===== config.mk =====
export PLATFORM = sky130hd
export DESIGN_NAME = ooo_core
export DESIGN_NICKNAME = d
export VERILOG_FILES = /design/src/source/ooo_pkg.sv /design/src/source/alu_unit.sv /design/src/source/commit_stage.sv /design/src/source/dispatch_stage.sv /design/src/source/mul_unit.sv /design/src/source/ooo_core.sv /design/src/source/rob.sv
export SDC_FILE = /design/constraint.sdc
export NUM_CORES = 2
export LEC_CHECK = 0
export BUFFER_PORTS_ARGS = -buffer_cell sky130_fd_sc_hd__buf_2
export CAP_MARGIN = 0
export CORE_MARGIN = 2
export CORE_UTILIZATION = 62
export DETAILED_ROUTE_END_ITERATION = 8
export PLACE_DENSITY = 0.79
export SKIP_CTS_REPAIR_TIMING = 1
export SYNTH_ARGS = -nofsm -noshare
export SYNTH_HDL_FRONTEND = slang
export SYNTH_HIERARCHICAL = 1
export SYNTH_SLANG_ARGS = --single-unit

===== constraint.sdc =====
create_clock -name clk -period 6.6 [get_ports clk]
set_clock_uncertainty 0.05 [all_clocks]
set_input_delay 1.65 -clock clk [delete_from_list [all_inputs] [get_ports clk]]
set_output_delay 1.65 -clock clk [all_outputs]
set_load 0.05 [all_outputs]

===== src/source/ooo_pkg.sv =====
package ooo_pkg;

    localparam int ROB_DEPTH  = 16;
    localparam int ROB_IDX_W  = 4;
    localparam int MUL_STAGES = 4;
    localparam int NUM_REGS   = 32;
    localparam int REG_ADDR_W = 5;
    localparam int WORD_W     = 32;
    localparam int ORDER_W    = 64;

    // reorder buffer slot number
    typedef logic [ROB_IDX_W-1:0] rob_idx_t;

    // 0 .. ROB_DEPTH inclusive, needs one more bit than an index
    typedef logic [ROB_IDX_W:0] rob_cnt_t;

    typedef logic [REG_ADDR_W-1:0] reg_addr_t;

    typedef logic [WORD_W-1:0] word_t;

    // retirement sequence number
    typedef logic [ORDER_W-1:0] order_t;

    typedef enum logic [2:0] {
        op_add = 3'd0,
        op_sub = 3'd1,
        op_xor = 3'd2,
        op_mul = 3'd3,
        op_beq = 3'd4   // compare only, no register write
    } op_t;

endpackage


===== src/source/alu_unit.sv =====
`timescale 1ns/1ps

module alu_unit
    import ooo_pkg::*;
(
    input  logic     clk,
    input  logic     rst,

    input  logic     alu_issue,
    input  op_t      iss_op,
    input  word_t    iss_a,
    input  word_t    iss_b,
    input  rob_idx_t iss_idx,
    input  logic     iss_epoch,

    output logic     alu_wb_valid,
    output rob_idx_t alu_wb_idx,
    output logic     alu_wb_epoch,
    output word_t    alu_wb_data,
    output logic     alu_wb_taken
);

    word_t result;

    always_comb begin
        case (iss_op)
            op_add:  result = iss_a + iss_b;
            op_sub:  result = iss_a - iss_b;
            op_xor:  result = iss_a ^ iss_b;
            default: result = '0;   // beq reports zero data
        endcase
    end

    always_ff @(posedge clk) begin
        if (rst) begin
            alu_wb_valid <= 1'b0;
        end else begin
            alu_wb_valid <= alu_issue;
        end
    end

    always_ff @(posedge clk) begin
        alu_wb_idx   <= iss_idx;
        alu_wb_epoch <= iss_epoch;
        alu_wb_data  <= result;
        alu_wb_taken <= (iss_op == op_beq) && (iss_a == iss_b);
    end

endmodule


===== src/source/commit_stage.sv =====
`timescale 1ns/1ps

module commit_stage
    import ooo_pkg::*;
(
    input  logic      clk,
    input  logic      rst,

    input  logic      ret_valid,
    input  reg_addr_t ret_rd,
    input  word_t     ret_data,
    input  logic      ret_flush,

    input  reg_addr_t dbg_addr,

    output logic      commit_valid,
    output reg_addr_t commit_rd,
    output word_t     commit_data,
    output order_t    commit_order,
    output logic      flush,
    output word_t     dbg_data
);

    word_t  regs [NUM_REGS];    // architectural state
    order_t order_cnt;

    always_ff @(posedge clk) begin
        if (rst) begin
            commit_valid <= 1'b0;
            flush        <= 1'b0;
            order_cnt    <= '0;
            for (int i = 0; i < NUM_REGS; i++) begin
                regs[i] <= '0;
            end
        end else begin
            commit_valid <= ret_valid;
            flush        <= ret_valid && ret_flush;
            if (ret_valid) begin
                order_cnt <= order_cnt + 1'b1;
                if (ret_rd != '0) begin   // x0 stays zero, branches arrive as rd 0
                    regs[ret_rd] <= ret_data;
                end
            end
        end
    end

    always_ff @(posedge clk) begin
        commit_rd    <= ret_rd;
        commit_data  <= ret_data;
        commit_order <= order_cnt;
    end

    assign dbg_data = regs[dbg_addr];

endmodule


===== src/source/dispatch_stage.sv =====
`timescale 1ns/1ps

module dispatch_stage
    import ooo_pkg::*;
(
    input  logic      clk,
    input  logic      rst,

    input  logic      in_valid,
    input  op_t       in_op,
    input  reg_addr_t in_rd,
    input  word_t     in_a,
    input  word_t     in_b,

    input  rob_idx_t  tail_idx,
    input  logic      cur_epoch,

    output logic      alloc_valid,
    output op_t       alloc_op,
    output reg_addr_t alloc_rd,
    output logic      alloc_epoch,

    output logic      alu_issue,
    output logic      mul_issue,
    output word_t     iss_a,
    output word_t     iss_b,
    output rob_idx_t  iss_idx,
    output logic      iss_epoch,
    output op_t       iss_op
);

    logic      hold_valid;
    op_t       hold_op;
    reg_addr_t hold_rd;
    word_t     hold_a;
    word_t     hold_b;
    logic      hold_epoch;

    always_ff @(posedge clk) begin
        if (rst) begin
            hold_valid <= 1'b0;
        end else begin
            hold_valid <= in_valid; // credits guarantee a free slot
        end
    end

    always_ff @(posedge clk) begin
        hold_op    <= in_op;
        hold_rd    <= in_rd;
        hold_a     <= in_a;
        hold_b     <= in_b;
        hold_epoch <= cur_epoch;    // stale if a flush happens at this edge
    end

    assign alloc_valid = hold_valid;
    assign alloc_op    = hold_op;
    assign alloc_rd    = hold_rd;
    assign alloc_epoch = hold_epoch;

    // exactly one unit takes each instruction
    assign mul_issue = hold_valid && (hold_op == op_mul);
    assign alu_issue = hold_valid && (hold_op != op_mul);

    assign iss_op    = hold_op;
    assign iss_a     = hold_a;
    assign iss_b     = hold_b;
    assign iss_idx   = tail_idx;    // slot allocated at the same edge
    assign iss_epoch = hold_epoch;

endmodule


===== src/source/mul_unit.sv =====
`timescale 1ns/1ps

module mul_unit
    import ooo_pkg::*;
(
    input  logic     clk,
    input  logic     rst,

    input  logic     mul_issue,
    input  word_t    iss_a,
    input  word_t    iss_b,
    input  rob_idx_t iss_idx,
    input  logic     iss_epoch,

    output logic     mul_wb_valid,
    output rob_idx_t mul_wb_idx,
    output logic     mul_wb_epoch,
    output word_t    mul_wb_data
);

    logic [MUL_STAGES-1:0] st_valid;
    logic [MUL_STAGES-1:0] st_epoch;
    rob_idx_t              st_idx [MUL_STAGES];
    word_t                 st_acc [MUL_STAGES];
    word_t                 st_a   [MUL_STAGES-1];   // last stage only adds
    word_t                 st_b   [MUL_STAGES-1];

    // low word of a times one byte of b shifted into place
    function automatic word_t partial(input word_t a, input word_t b, input int s);
        logic [7:0] b_byte;
        b_byte = b[8*s +: 8];
        return (a * {24'd0, b_byte}) << (8 * s);
    endfunction

    always_ff @(posedge clk) begin
        if (rst) begin
            st_valid <= '0;
        end else begin
            st_valid <= {st_valid[MUL_STAGES-2:0], mul_issue};
        end
    end

    always_ff @(posedge clk) begin
        st_acc[0]   <= partial(iss_a, iss_b, 0);
        st_a[0]     <= iss_a;
        st_b[0]     <= iss_b;
        st_idx[0]   <= iss_idx;
        st_epoch[0] <= iss_epoch;
        for (int s = 1; s < MUL_STAGES; s++) begin
            st_acc[s]   <= st_acc[s-1] + partial(st_a[s-1], st_b[s-1], s);
            st_idx[s]   <= st_idx[s-1];   // tag rides with the data
            st_epoch[s] <= st_epoch[s-1];
        end
        for (int s = 1; s < MUL_STAGES-1; s++) begin
            st_a[s] <= st_a[s-1];
            st_b[s] <= st_b[s-1];
        end
    end

    assign mul_wb_valid = st_valid[MUL_STAGES-1];
    assign mul_wb_idx   = st_idx[MUL_STAGES-1];
    assign mul_wb_epoch = st_epoch[MUL_STAGES-1];
    assign mul_wb_data  = st_acc[MUL_STAGES-1];

endmodule


===== src/source/ooo_core.sv =====
`timescale 1ns/1ps

module ooo_core
    import ooo_pkg::*;
(
    input  logic      clk,
    input  logic      rst,

    input  logic      in_valid,
    input  op_t       in_op,
    input  reg_addr_t in_rd,
    input  word_t     in_a,
    input  word_t     in_b,
    input  reg_addr_t dbg_addr,

    output rob_cnt_t  credit_cnt,
    output logic      commit_valid,
    output reg_addr_t commit_rd,
    output word_t     commit_data,
    output order_t    commit_order,
    output logic      flush,
    output word_t     dbg_data
);

    logic      alloc_valid;
    op_t       alloc_op;
    reg_addr_t alloc_rd;
    logic      alloc_epoch;
    rob_idx_t  tail_idx;
    logic      cur_epoch;

    logic      alu_issue;
    logic      mul_issue;
    op_t       iss_op;
    word_t     iss_a;
    word_t     iss_b;
    rob_idx_t  iss_idx;
    logic      iss_epoch;

    logic      alu_wb_valid;
    rob_idx_t  alu_wb_idx;
    logic      alu_wb_epoch;
    word_t     alu_wb_data;
    logic      alu_wb_taken;

    logic      mul_wb_valid;
    rob_idx_t  mul_wb_idx;
    logic      mul_wb_epoch;
    word_t     mul_wb_data;

    logic      ret_valid;
    reg_addr_t ret_rd;
    word_t     ret_data;
    logic      ret_flush;

    dispatch_stage dispatch_i (
        .clk         (clk),
        .rst         (rst),
        .in_valid    (in_valid),
        .in_op       (in_op),
        .in_rd       (in_rd),
        .in_a        (in_a),
        .in_b        (in_b),
        .tail_idx    (tail_idx),
        .cur_epoch   (cur_epoch),
        .alloc_valid (alloc_valid),
        .alloc_op    (alloc_op),
        .alloc_rd    (alloc_rd),
        .alloc_epoch (alloc_epoch),
        .alu_issue   (alu_issue),
        .mul_issue   (mul_issue),
        .iss_a       (iss_a),
        .iss_b       (iss_b),
        .iss_idx     (iss_idx),
        .iss_epoch   (iss_epoch),
        .iss_op      (iss_op)
    );

    rob rob_i (
        .clk          (clk),
        .rst          (rst),
        .alloc_valid  (alloc_valid),
        .alloc_op     (alloc_op),
        .alloc_rd     (alloc_rd),
        .alloc_epoch  (alloc_epoch),
        .alu_wb_valid (alu_wb_valid),
        .alu_wb_idx   (alu_wb_idx),
        .alu_wb_epoch (alu_wb_epoch),
        .alu_wb_data  (alu_wb_data),
        .alu_wb_taken (alu_wb_taken),
        .mul_wb_valid (mul_wb_valid),
        .mul_wb_idx   (mul_wb_idx),
        .mul_wb_epoch (mul_wb_epoch),
        .mul_wb_data  (mul_wb_data),
        .tail_idx     (tail_idx),
        .cur_epoch    (cur_epoch),
        .ret_valid    (ret_valid),
        .ret_rd       (ret_rd),
        .ret_data     (ret_data),
        .ret_flush    (ret_flush),
        .credit_cnt   (credit_cnt)
    );

    alu_unit alu_i (
        .clk          (clk),
        .rst          (rst),
        .alu_issue    (alu_issue),
        .iss_op       (iss_op),
        .iss_a        (iss_a),
        .iss_b        (iss_b),
        .iss_idx      (iss_idx),
        .iss_epoch    (iss_epoch),
        .alu_wb_valid (alu_wb_valid),
        .alu_wb_idx   (alu_wb_idx),
        .alu_wb_epoch (alu_wb_epoch),
        .alu_wb_data  (alu_wb_data),
        .alu_wb_taken (alu_wb_taken)
    );

    mul_unit mul_i (
        .clk          (clk),
        .rst          (rst),
        .mul_issue    (mul_issue),
        .iss_a        (iss_a),
        .iss_b        (iss_b),
        .iss_idx      (iss_idx),
        .iss_epoch    (iss_epoch),
        .mul_wb_valid (mul_wb_valid),
        .mul_wb_idx   (mul_wb_idx),
        .mul_wb_epoch (mul_wb_epoch),
        .mul_wb_data  (mul_wb_data)
    );

    commit_stage commit_i (
        .clk          (clk),
        .rst          (rst),
        .ret_valid    (ret_valid),
        .ret_rd       (ret_rd),
        .ret_data     (ret_data),
        .ret_flush    (ret_flush),
        .dbg_addr     (dbg_addr),
        .commit_valid (commit_valid),
        .commit_rd    (commit_rd),
        .commit_data  (commit_data),
        .commit_order (commit_order),
        .flush        (flush),
        .dbg_data     (dbg_data)
    );

endmodule


===== src/source/rob.sv =====
`timescale 1ns/1ps

module rob
    import ooo_pkg::*;
(
    input  logic      clk,
    input  logic      rst,

    input  logic      alloc_valid,
    input  op_t       alloc_op,
    input  reg_addr_t alloc_rd,
    input  logic      alloc_epoch,

    input  logic      alu_wb_valid,
    input  rob_idx_t  alu_wb_idx,
    input  logic      alu_wb_epoch,
    input  word_t     alu_wb_data,
    input  logic      alu_wb_taken,

    input  logic      mul_wb_valid,
    input  rob_idx_t  mul_wb_idx,
    input  logic      mul_wb_epoch,
    input  word_t     mul_wb_data,

    output rob_idx_t  tail_idx,
    output logic      cur_epoch,

    output logic      ret_valid,
    output reg_addr_t ret_rd,
    output word_t     ret_data,
    output logic      ret_flush,

    output rob_cnt_t  credit_cnt
);

    logic [ROB_IDX_W:0] head;   // msb is the wrap bit
    logic [ROB_IDX_W:0] tail;
    rob_idx_t           head_idx;
    rob_cnt_t           used;
    rob_cnt_t           freed;

    logic [ROB_DEPTH-1:0] ent_valid;
    logic [ROB_DEPTH-1:0] ent_done;
    logic [ROB_DEPTH-1:0] ent_branch;
    logic [ROB_DEPTH-1:0] ent_taken;
    reg_addr_t            ent_rd   [ROB_DEPTH];
    word_t                ent_data [ROB_DEPTH];

    logic retire;
    logic do_flush;
    logic alloc_ok;
    logic alloc_drop;
    logic alu_hit;
    logic mul_hit;

    assign head_idx = head[ROB_IDX_W-1:0];
    assign tail_idx = tail[ROB_IDX_W-1:0];
    assign used     = tail - head;

    assign retire   = ent_valid[head_idx] && ent_done[head_idx];
    assign do_flush = retire && ent_branch[head_idx] && ent_taken[head_idx];

    // anything arriving on the flush edge is younger than the branch
    assign alloc_ok   = alloc_valid && (alloc_epoch == cur_epoch) && !do_flush;
    assign alloc_drop = alloc_valid && !alloc_ok;

    // results from squashed work carry the old epoch
    assign alu_hit = alu_wb_valid && (alu_wb_epoch == cur_epoch) && ent_valid[alu_wb_idx];
    assign mul_hit = mul_wb_valid && (mul_wb_epoch == cur_epoch) && ent_valid[mul_wb_idx];

    always_comb begin
        freed = '0;
        if (do_flush) begin
            freed = used;   // branch plus everything behind it
        end else if (retire) begin
            freed = rob_cnt_t'(1);
        end
        if (alloc_drop) begin
            freed = freed + rob_cnt_t'(1);
        end
    end

    always_ff @(posedge clk) begin
        if (rst) begin
            head       <= '0;
            tail       <= '0;
            ent_valid  <= '0;
            ent_done   <= '0;
            cur_epoch  <= 1'b0;
            ret_valid  <= 1'b0;
            ret_flush  <= 1'b0;
            credit_cnt <= '0;
        end else begin
            ret_valid  <= retire;
            ret_flush  <= do_flush;
            credit_cnt <= freed;

            if (alu_hit) begin
                ent_done[alu_wb_idx] <= 1'b1;
            end
            if (mul_hit) begin
                ent_done[mul_wb_idx] <= 1'b1;
            end

            if (do_flush) begin
                ent_valid <= '0;
                head      <= tail;
                cur_epoch <= ~cur_epoch;
            end else begin
                if (retire) begin
                    ent_valid[head_idx] <= 1'b0;
                    head                <= head + 1'b1;
                end
                if (alloc_ok) begin
                    ent_valid[tail_idx] <= 1'b1;
                    ent_done[tail_idx]  <= 1'b0;
                    tail                <= tail + 1'b1;
                end
            end
        end
    end

    always_ff @(posedge clk) begin
        if (alloc_ok) begin
            ent_rd[tail_idx]     <= alloc_rd;
            ent_branch[tail_idx] <= (alloc_op == op_beq);
        end
        if (alu_hit) begin
            ent_data[alu_wb_idx]  <= alu_wb_data;
            ent_taken[alu_wb_idx] <= alu_wb_taken;
        end
        if (mul_hit) begin
            ent_data[mul_wb_idx]  <= mul_wb_data;
            ent_taken[mul_wb_idx] <= 1'b0;
        end
        ret_rd   <= ent_branch[head_idx] ? '0 : ent_rd[head_idx]; // branches never write
        ret_data <= ent_data[head_idx];
    end

endmodule


; Word-level counts from Yosys, hierarchy flattened
; Memories as Yosys holds them, arrays and structs flattened. A register that Yosys moved wholly into a read port is not among the register bits.
; Cells that the tools add are included.
[classes]
bitwise = 12
multipliers = 4
add_sub_neg = 10
eq_ne = 9
n_lt_le_gt_ge = 8
n_mux = 55
reduce_logical = 26
[ops]
columns = cell, count
row1 = 16-bit two-way mux, 12
row2 = 32-bit adder, 4
row3 = 32-bit one-hot mux with 3 select lines, 1
row4 = 64-bit by 1-bit adder with 64-bit output (second input constant), 1
row5 = 16-bit AND, 3
row6 = 16-bit NOT, 3
row7 = 16-bit OR, 3
row8 = 16-bit bitwise mux, 2
row9 = 32-bit == test, 1
row10 = 32-bit by 8-bit multiplier with 16-bit output, 1
row11 = 32-bit by 8-bit multiplier with 24-bit output, 1
row12 = 32-bit by 8-bit multiplier with 32-bit output, 1
row13 = 32-bit by 8-bit multiplier with 8-bit output, 1
row14 = 32-bit two-way mux, 1
row15 = 32-bit OR reduction, 1
row16 = 32-bit subtractor, 1
row17 = 32-bit bitwise XOR, 1
row18 = 5-bit two-way mux, 5
row19 = 1-bit binary-select mux with 4-bit select, 6
row20 = 1-bit two-way mux, 24
row21 = 4-bit by 5-bit less-than comparator with 1-bit output (second input constant), 4
row22 = 1-bit logical AND, 18
row23 = 1-bit demux with 4-bit select, 4
row24 = 4-bit by 1-bit greater-or-equal comparator with 1-bit output (second input constant), 4
row25 = 14 further kinds, 21
[word_totals]
output_inout_bits = 140
mem_count = 7
regBits = 370
ramBits = 1952
[mem_list]
columns = name, depth, word_bits, rd, rd_clocked_by_memory_dff, wr, line
row1 = commit_i.regs, 32, 32, 1, 0, 32, commit_stage.sv:24  ; word_t regs [NUM_REGS];
row2 = rob_i.ent_data, 16, 32, 1, 1, 2, rob.sv:47  ; word_t ent_data [ROB_DEPTH];
row3 = mul_i.st_acc, 4, 32, 4, 0, 4, mul_unit.sv:24  ; word_t st_acc [MUL_STAGES];
row4 = mul_i.st_a, 3, 32, 3, 0, 3, mul_unit.sv:25  ; word_t st_a [MUL_STAGES-1];
row5 = mul_i.st_b, 3, 32, 3, 0, 3, mul_unit.sv:26  ; word_t st_b [MUL_STAGES-1];
row6 = rob_i.ent_rd, 16, 5, 1, 1, 1, rob.sv:46  ; reg_addr_t ent_rd [ROB_DEPTH];
row7 = +1 memories, --, --, --, --, --, --

; Logic depth before layout (Yosys ltp)
[depth]
depth_word = 13
mapped_depth = 28
depth_no_buf = 27

; By module
; The synthesis kept the hierarchy.
[modules_own_cells]
columns = module, cells_per_inst, area_each_um2, instances
row1 = commit_stage, 3326, 51150.3, 1
row2 = rob, 1980, 33882.5, 1
row3 = mul_unit, 2153, 21282.9, 1
row4 = alu_unit, 707, 5127.4, 1
row5 = dispatch_stage, 86, 1571.5, 1

; Worst setup path after synthesis
; Ideal clock, no wire load.
[synth_timing]
kind = flip-flop to flip-flop
from = memory mul_i/st_b[0][12] (netlist bit)
to = memory mul_i/st_acc[1][31] (netlist bit)
path_buffers = 2
path_stages_with_launch = 28
setup_ps = 121
setup_slack_ps = 536
required_ps = 6429
arrival_ps = 5893
period_less_slack_ps = 6064
path_cell_list = dfxtp_1 > clkbuf_1 > clkbuf_1 > nand2_1 > fa_1 > fa_1 > inv_1 > fa_1 > inv_1 > fa_1 > inv_1 > ha_1 > o21a_1 > nor2_1 > a21oi_1 > a21o_1 > a311oi_1 > nor3_1 > ha_1 > a21o_1 > a21o_1 > a21o_1 > a21o_1 > a221o_1 > a31oi_2 > o21a_2 > o21ai_2 > xnor2_1
[synth_rtl]
columns = item, line
row1 = start: declaration, mul_unit.sv:26
row2 = end: declaration, mul_unit.sv:24

==> impl_metrics.ini <==
[hold_path]
min_from = mul_i/st_acc[2][19]
hold_end = mul_i/st_acc[3][19]
hold_path_depth = 0
hold_class = reg -> reg

[drt]
first_pass_iters = 6
first_iter_violations = 7657
totalWireLength_um = 302000
vias = 69600
wl_per_cell_um = 27.6
viasPerCell = 6.38
route.antenna.remaining_nets = 0
drcViolationCount = 0

[grt]
grt-busiest-layer = met2
grt_util_met2_pct = 54.2
grt_max_degree = 81
grt_pass1_vias = 70900
grt_first_pass_wirelength_um = 447000
antenna_found_initial = 10
overflow = 0
grt_util_all_layers_pct = 32.4
use_met3_pct = 5.19
grt_use_met1_pct = 41.6

[yosys]
synthTopCellsByArea = edfxtp_1 43%, dfxtp_1 11%, mux4_2 9.2%, and2_1 7.2%, fa_1 6.1%
synth_edf_count = 1632
yosysTopAreaCell = edfxtp_1
ys_async_sr_fraction_pct = 0
synthDominantCellAreaShare_pct = 43.4
syn_inst = 8252
yosys_warnings = 6
synthesis.area_um2 = 113000
synthFlopType = edfxtp_1
yosysUniqueCellTypes = 123
synth_area_per_cell_um2 = 13.7
ys_ff_latch = 2263
ys_seq_area_share_pct = 54.5

[power]
cellLeakagePower_uw = 0.0473
power_density_nw_per_um2 = 326
ir_drop_mv = 0.312

[placement]
numPortBuffers = 219
place_inst = 10500
gp_congestion = 0.929
dpl.hpwl_um = 190000

[setup_path]
worstReg2RegStart = mul_i/st_b[0][14]
critPathMaxFanout = 11
worstSetupStartpointType = register
cpPeakStageDelay_ns = 0.55
critPathMostFrequentCell = a21o_1
reg2reg_depth = 25
r2r_slack_ns = 0.37
path_delay_family = adder cells
slowest_stage = dfxtp_1
arrival_ns = 6.91
r2r-end = mul_i/st_acc[1][31]
path_class = reg -> reg
worstPathRequired_ns = 7.27
critPathCaptureType = register
worst-path-buf-inv = 3

[sta]
rsz0062_at_grt = no
period_share_pct = 94.5
hold_viol_final = 0
fin_worst_hold_slack_ns = 0.238
setup_viol = 0
relSlewSlack_pct = 19.0
worstMarginPinSlew_ns = 1.21
fmax_ghz = 0.160
drv_slew = 0
tns_ns = 0
fin_crit_ns = 6.23

[floorplan]
initial_core_util_pct = 62.5
die_area_um2 = 186000
die_w_um = 431
coreArea_um2 = 181000
rows = 156
chipHeight_um = 431
io_pins = 220

[cells_and_area]
layout.nets = 9009
final_cell_mix = 1,632 x edfxtp_1, 1,293 x and2_1, 625 x dfxtp_1, 514 x mux2_2, 460 x mux4_2
fin_cells = 10900
final_common_cell = edfxtp_1
area_delta_synth_final_pct = 9.80
drive_above_1_share_pct = 22.8

[clocking]
clock-sinks = 2263
clockBufferDepth = 3
htreeDepth = 4
clk_latency_ns = 0.87
cts_buffers = 218
path_clk_slew_ns = 0.06
cts_tree = yes
cts_root_buf = clkbuf_16

[run_status]
status = finished, final reports clean

[flow_run]
maxCapViolations = 0
==> kinds of logic (layout without fill, tap and decap cells) <==
kind of cell / count (synthesis) / after routing / synth area share (%)
simple gates: 2381 / 2381 / 11.8
flops: 2263 / 2263 / 54.5
mux: 1065 / 1065 / 15.1
buf+inv: 994 / 1248 / 3.54
compound gates: 762 / 762 / 4.71
fa+ha+maj: 576 / 576 / 8.65
xor+xnor: 210 / 210 / 1.63
other cells: 1 / 40 / 0.00332
==> cell type report <==
cell class / instances / area, µm²
Sequential cell: 2263 / 61700
Fill cell: 12000 / 56800
Multi-Input combinational cell: 5026 / 47700
Clock buffer: 314 / 6200
Tap cell: 2370 / 2970
Timing Repair Buffer: 447 / 2950
Inverter: 397 / 1490
Clock inverter: 90 / 1140
Antenna cell: 8 / 20.0
==> layer usage <==
layer | part of all wire [%] | up-vias
met5 | 0.0086 | -
met4 | 5.2 | 4
met3 | 9.1 | 766
met2 | 49 | 3771
met1 | 37 | 35300
li1 | - | 29800
==> synth_stat cells, types with 234 or more instances <==
cell	count
edfxtp_1	1632
and2_1	1293
dfxtp_1	631
mux2_2	514
mux4_2	460
clkbuf_1	450
inv_1	395
nand2_1	378
fa_1	342
nor2_1	250
a21oi_1	242
ha_1	234
==> worst max-delay path by stage <==
| stage | startpoint | slack [ns] | end | cells past startpoint |
|---|---|---|---|---|
| floorplan | mul_i/st_b[0][12] | 0.54 | mul_i/st_acc[1][31] | 27 |
| global placement | mul_i/st_b[0][12] | 0.36 | mul_i/st_acc[1][31] | 25 |
| detailed placement | mul_i/st_b[0][12] | 0.33 | mul_i/st_acc[1][31] | 25 |
| CTS | mul_i/st_b[0][12] | 0.32 | mul_i/st_acc[1][31] | 25 |
| global route | mul_i/st_b[0][10] | 0.02 | mul_i/st_acc[1][31] | 24 |
| finish | mul_i/st_b[0][14] | 0.37 | mul_i/st_acc[1][31] | 25 |
==> stage by stage <==
step | area (µm²) | setup WS, ns | utilization, % | total power (µW)
6_report | 124000 | 0.366 | 68.6 | 40500
5_1_grt | 124000 | 0.0214 | 68.6 | 42300
4_1_cts | 124000 | 0.316 | 68.6 | 40500
3_5_place_dp | 117000 | 0.330 | 64.5 | 27900
3_3_place_gp | 117000 | 0.356 | 64.5 | 27500
2_1_floorplan | 113000 | 0.536 | - | 25100
==> report_power, final <==
part,internal (µW),total (µW),switching [µW]
clock network,7230,12700,5450
registers,16100,16900,847
logic,4780,10800,6060
==> registers in the layout (all words and copies together) (netlist names), 16 cells and up <==
name and flops:
rob_i/ret_data 32, mul_i/st_a 48, commit_i/order_cnt 64, alu_i/alu_wb_data 32, rob_i/ent_data 512, dispatch_i/iss_a 32, mul_i/st_acc 128, mul_i/st_idx 16
rob_i/ent_taken 16, rob_i/ent_done 16, rob_i/ent_rd 80, commit_i/commit_order 64, rob_i/ent_valid 16, mul_i/st_b 48, commit_i/regs 1024, rob_i/ent_branch 16
dispatch_i/iss_b 32, commit_i/commit_data 32
Power figures use the tool's default switching activity.
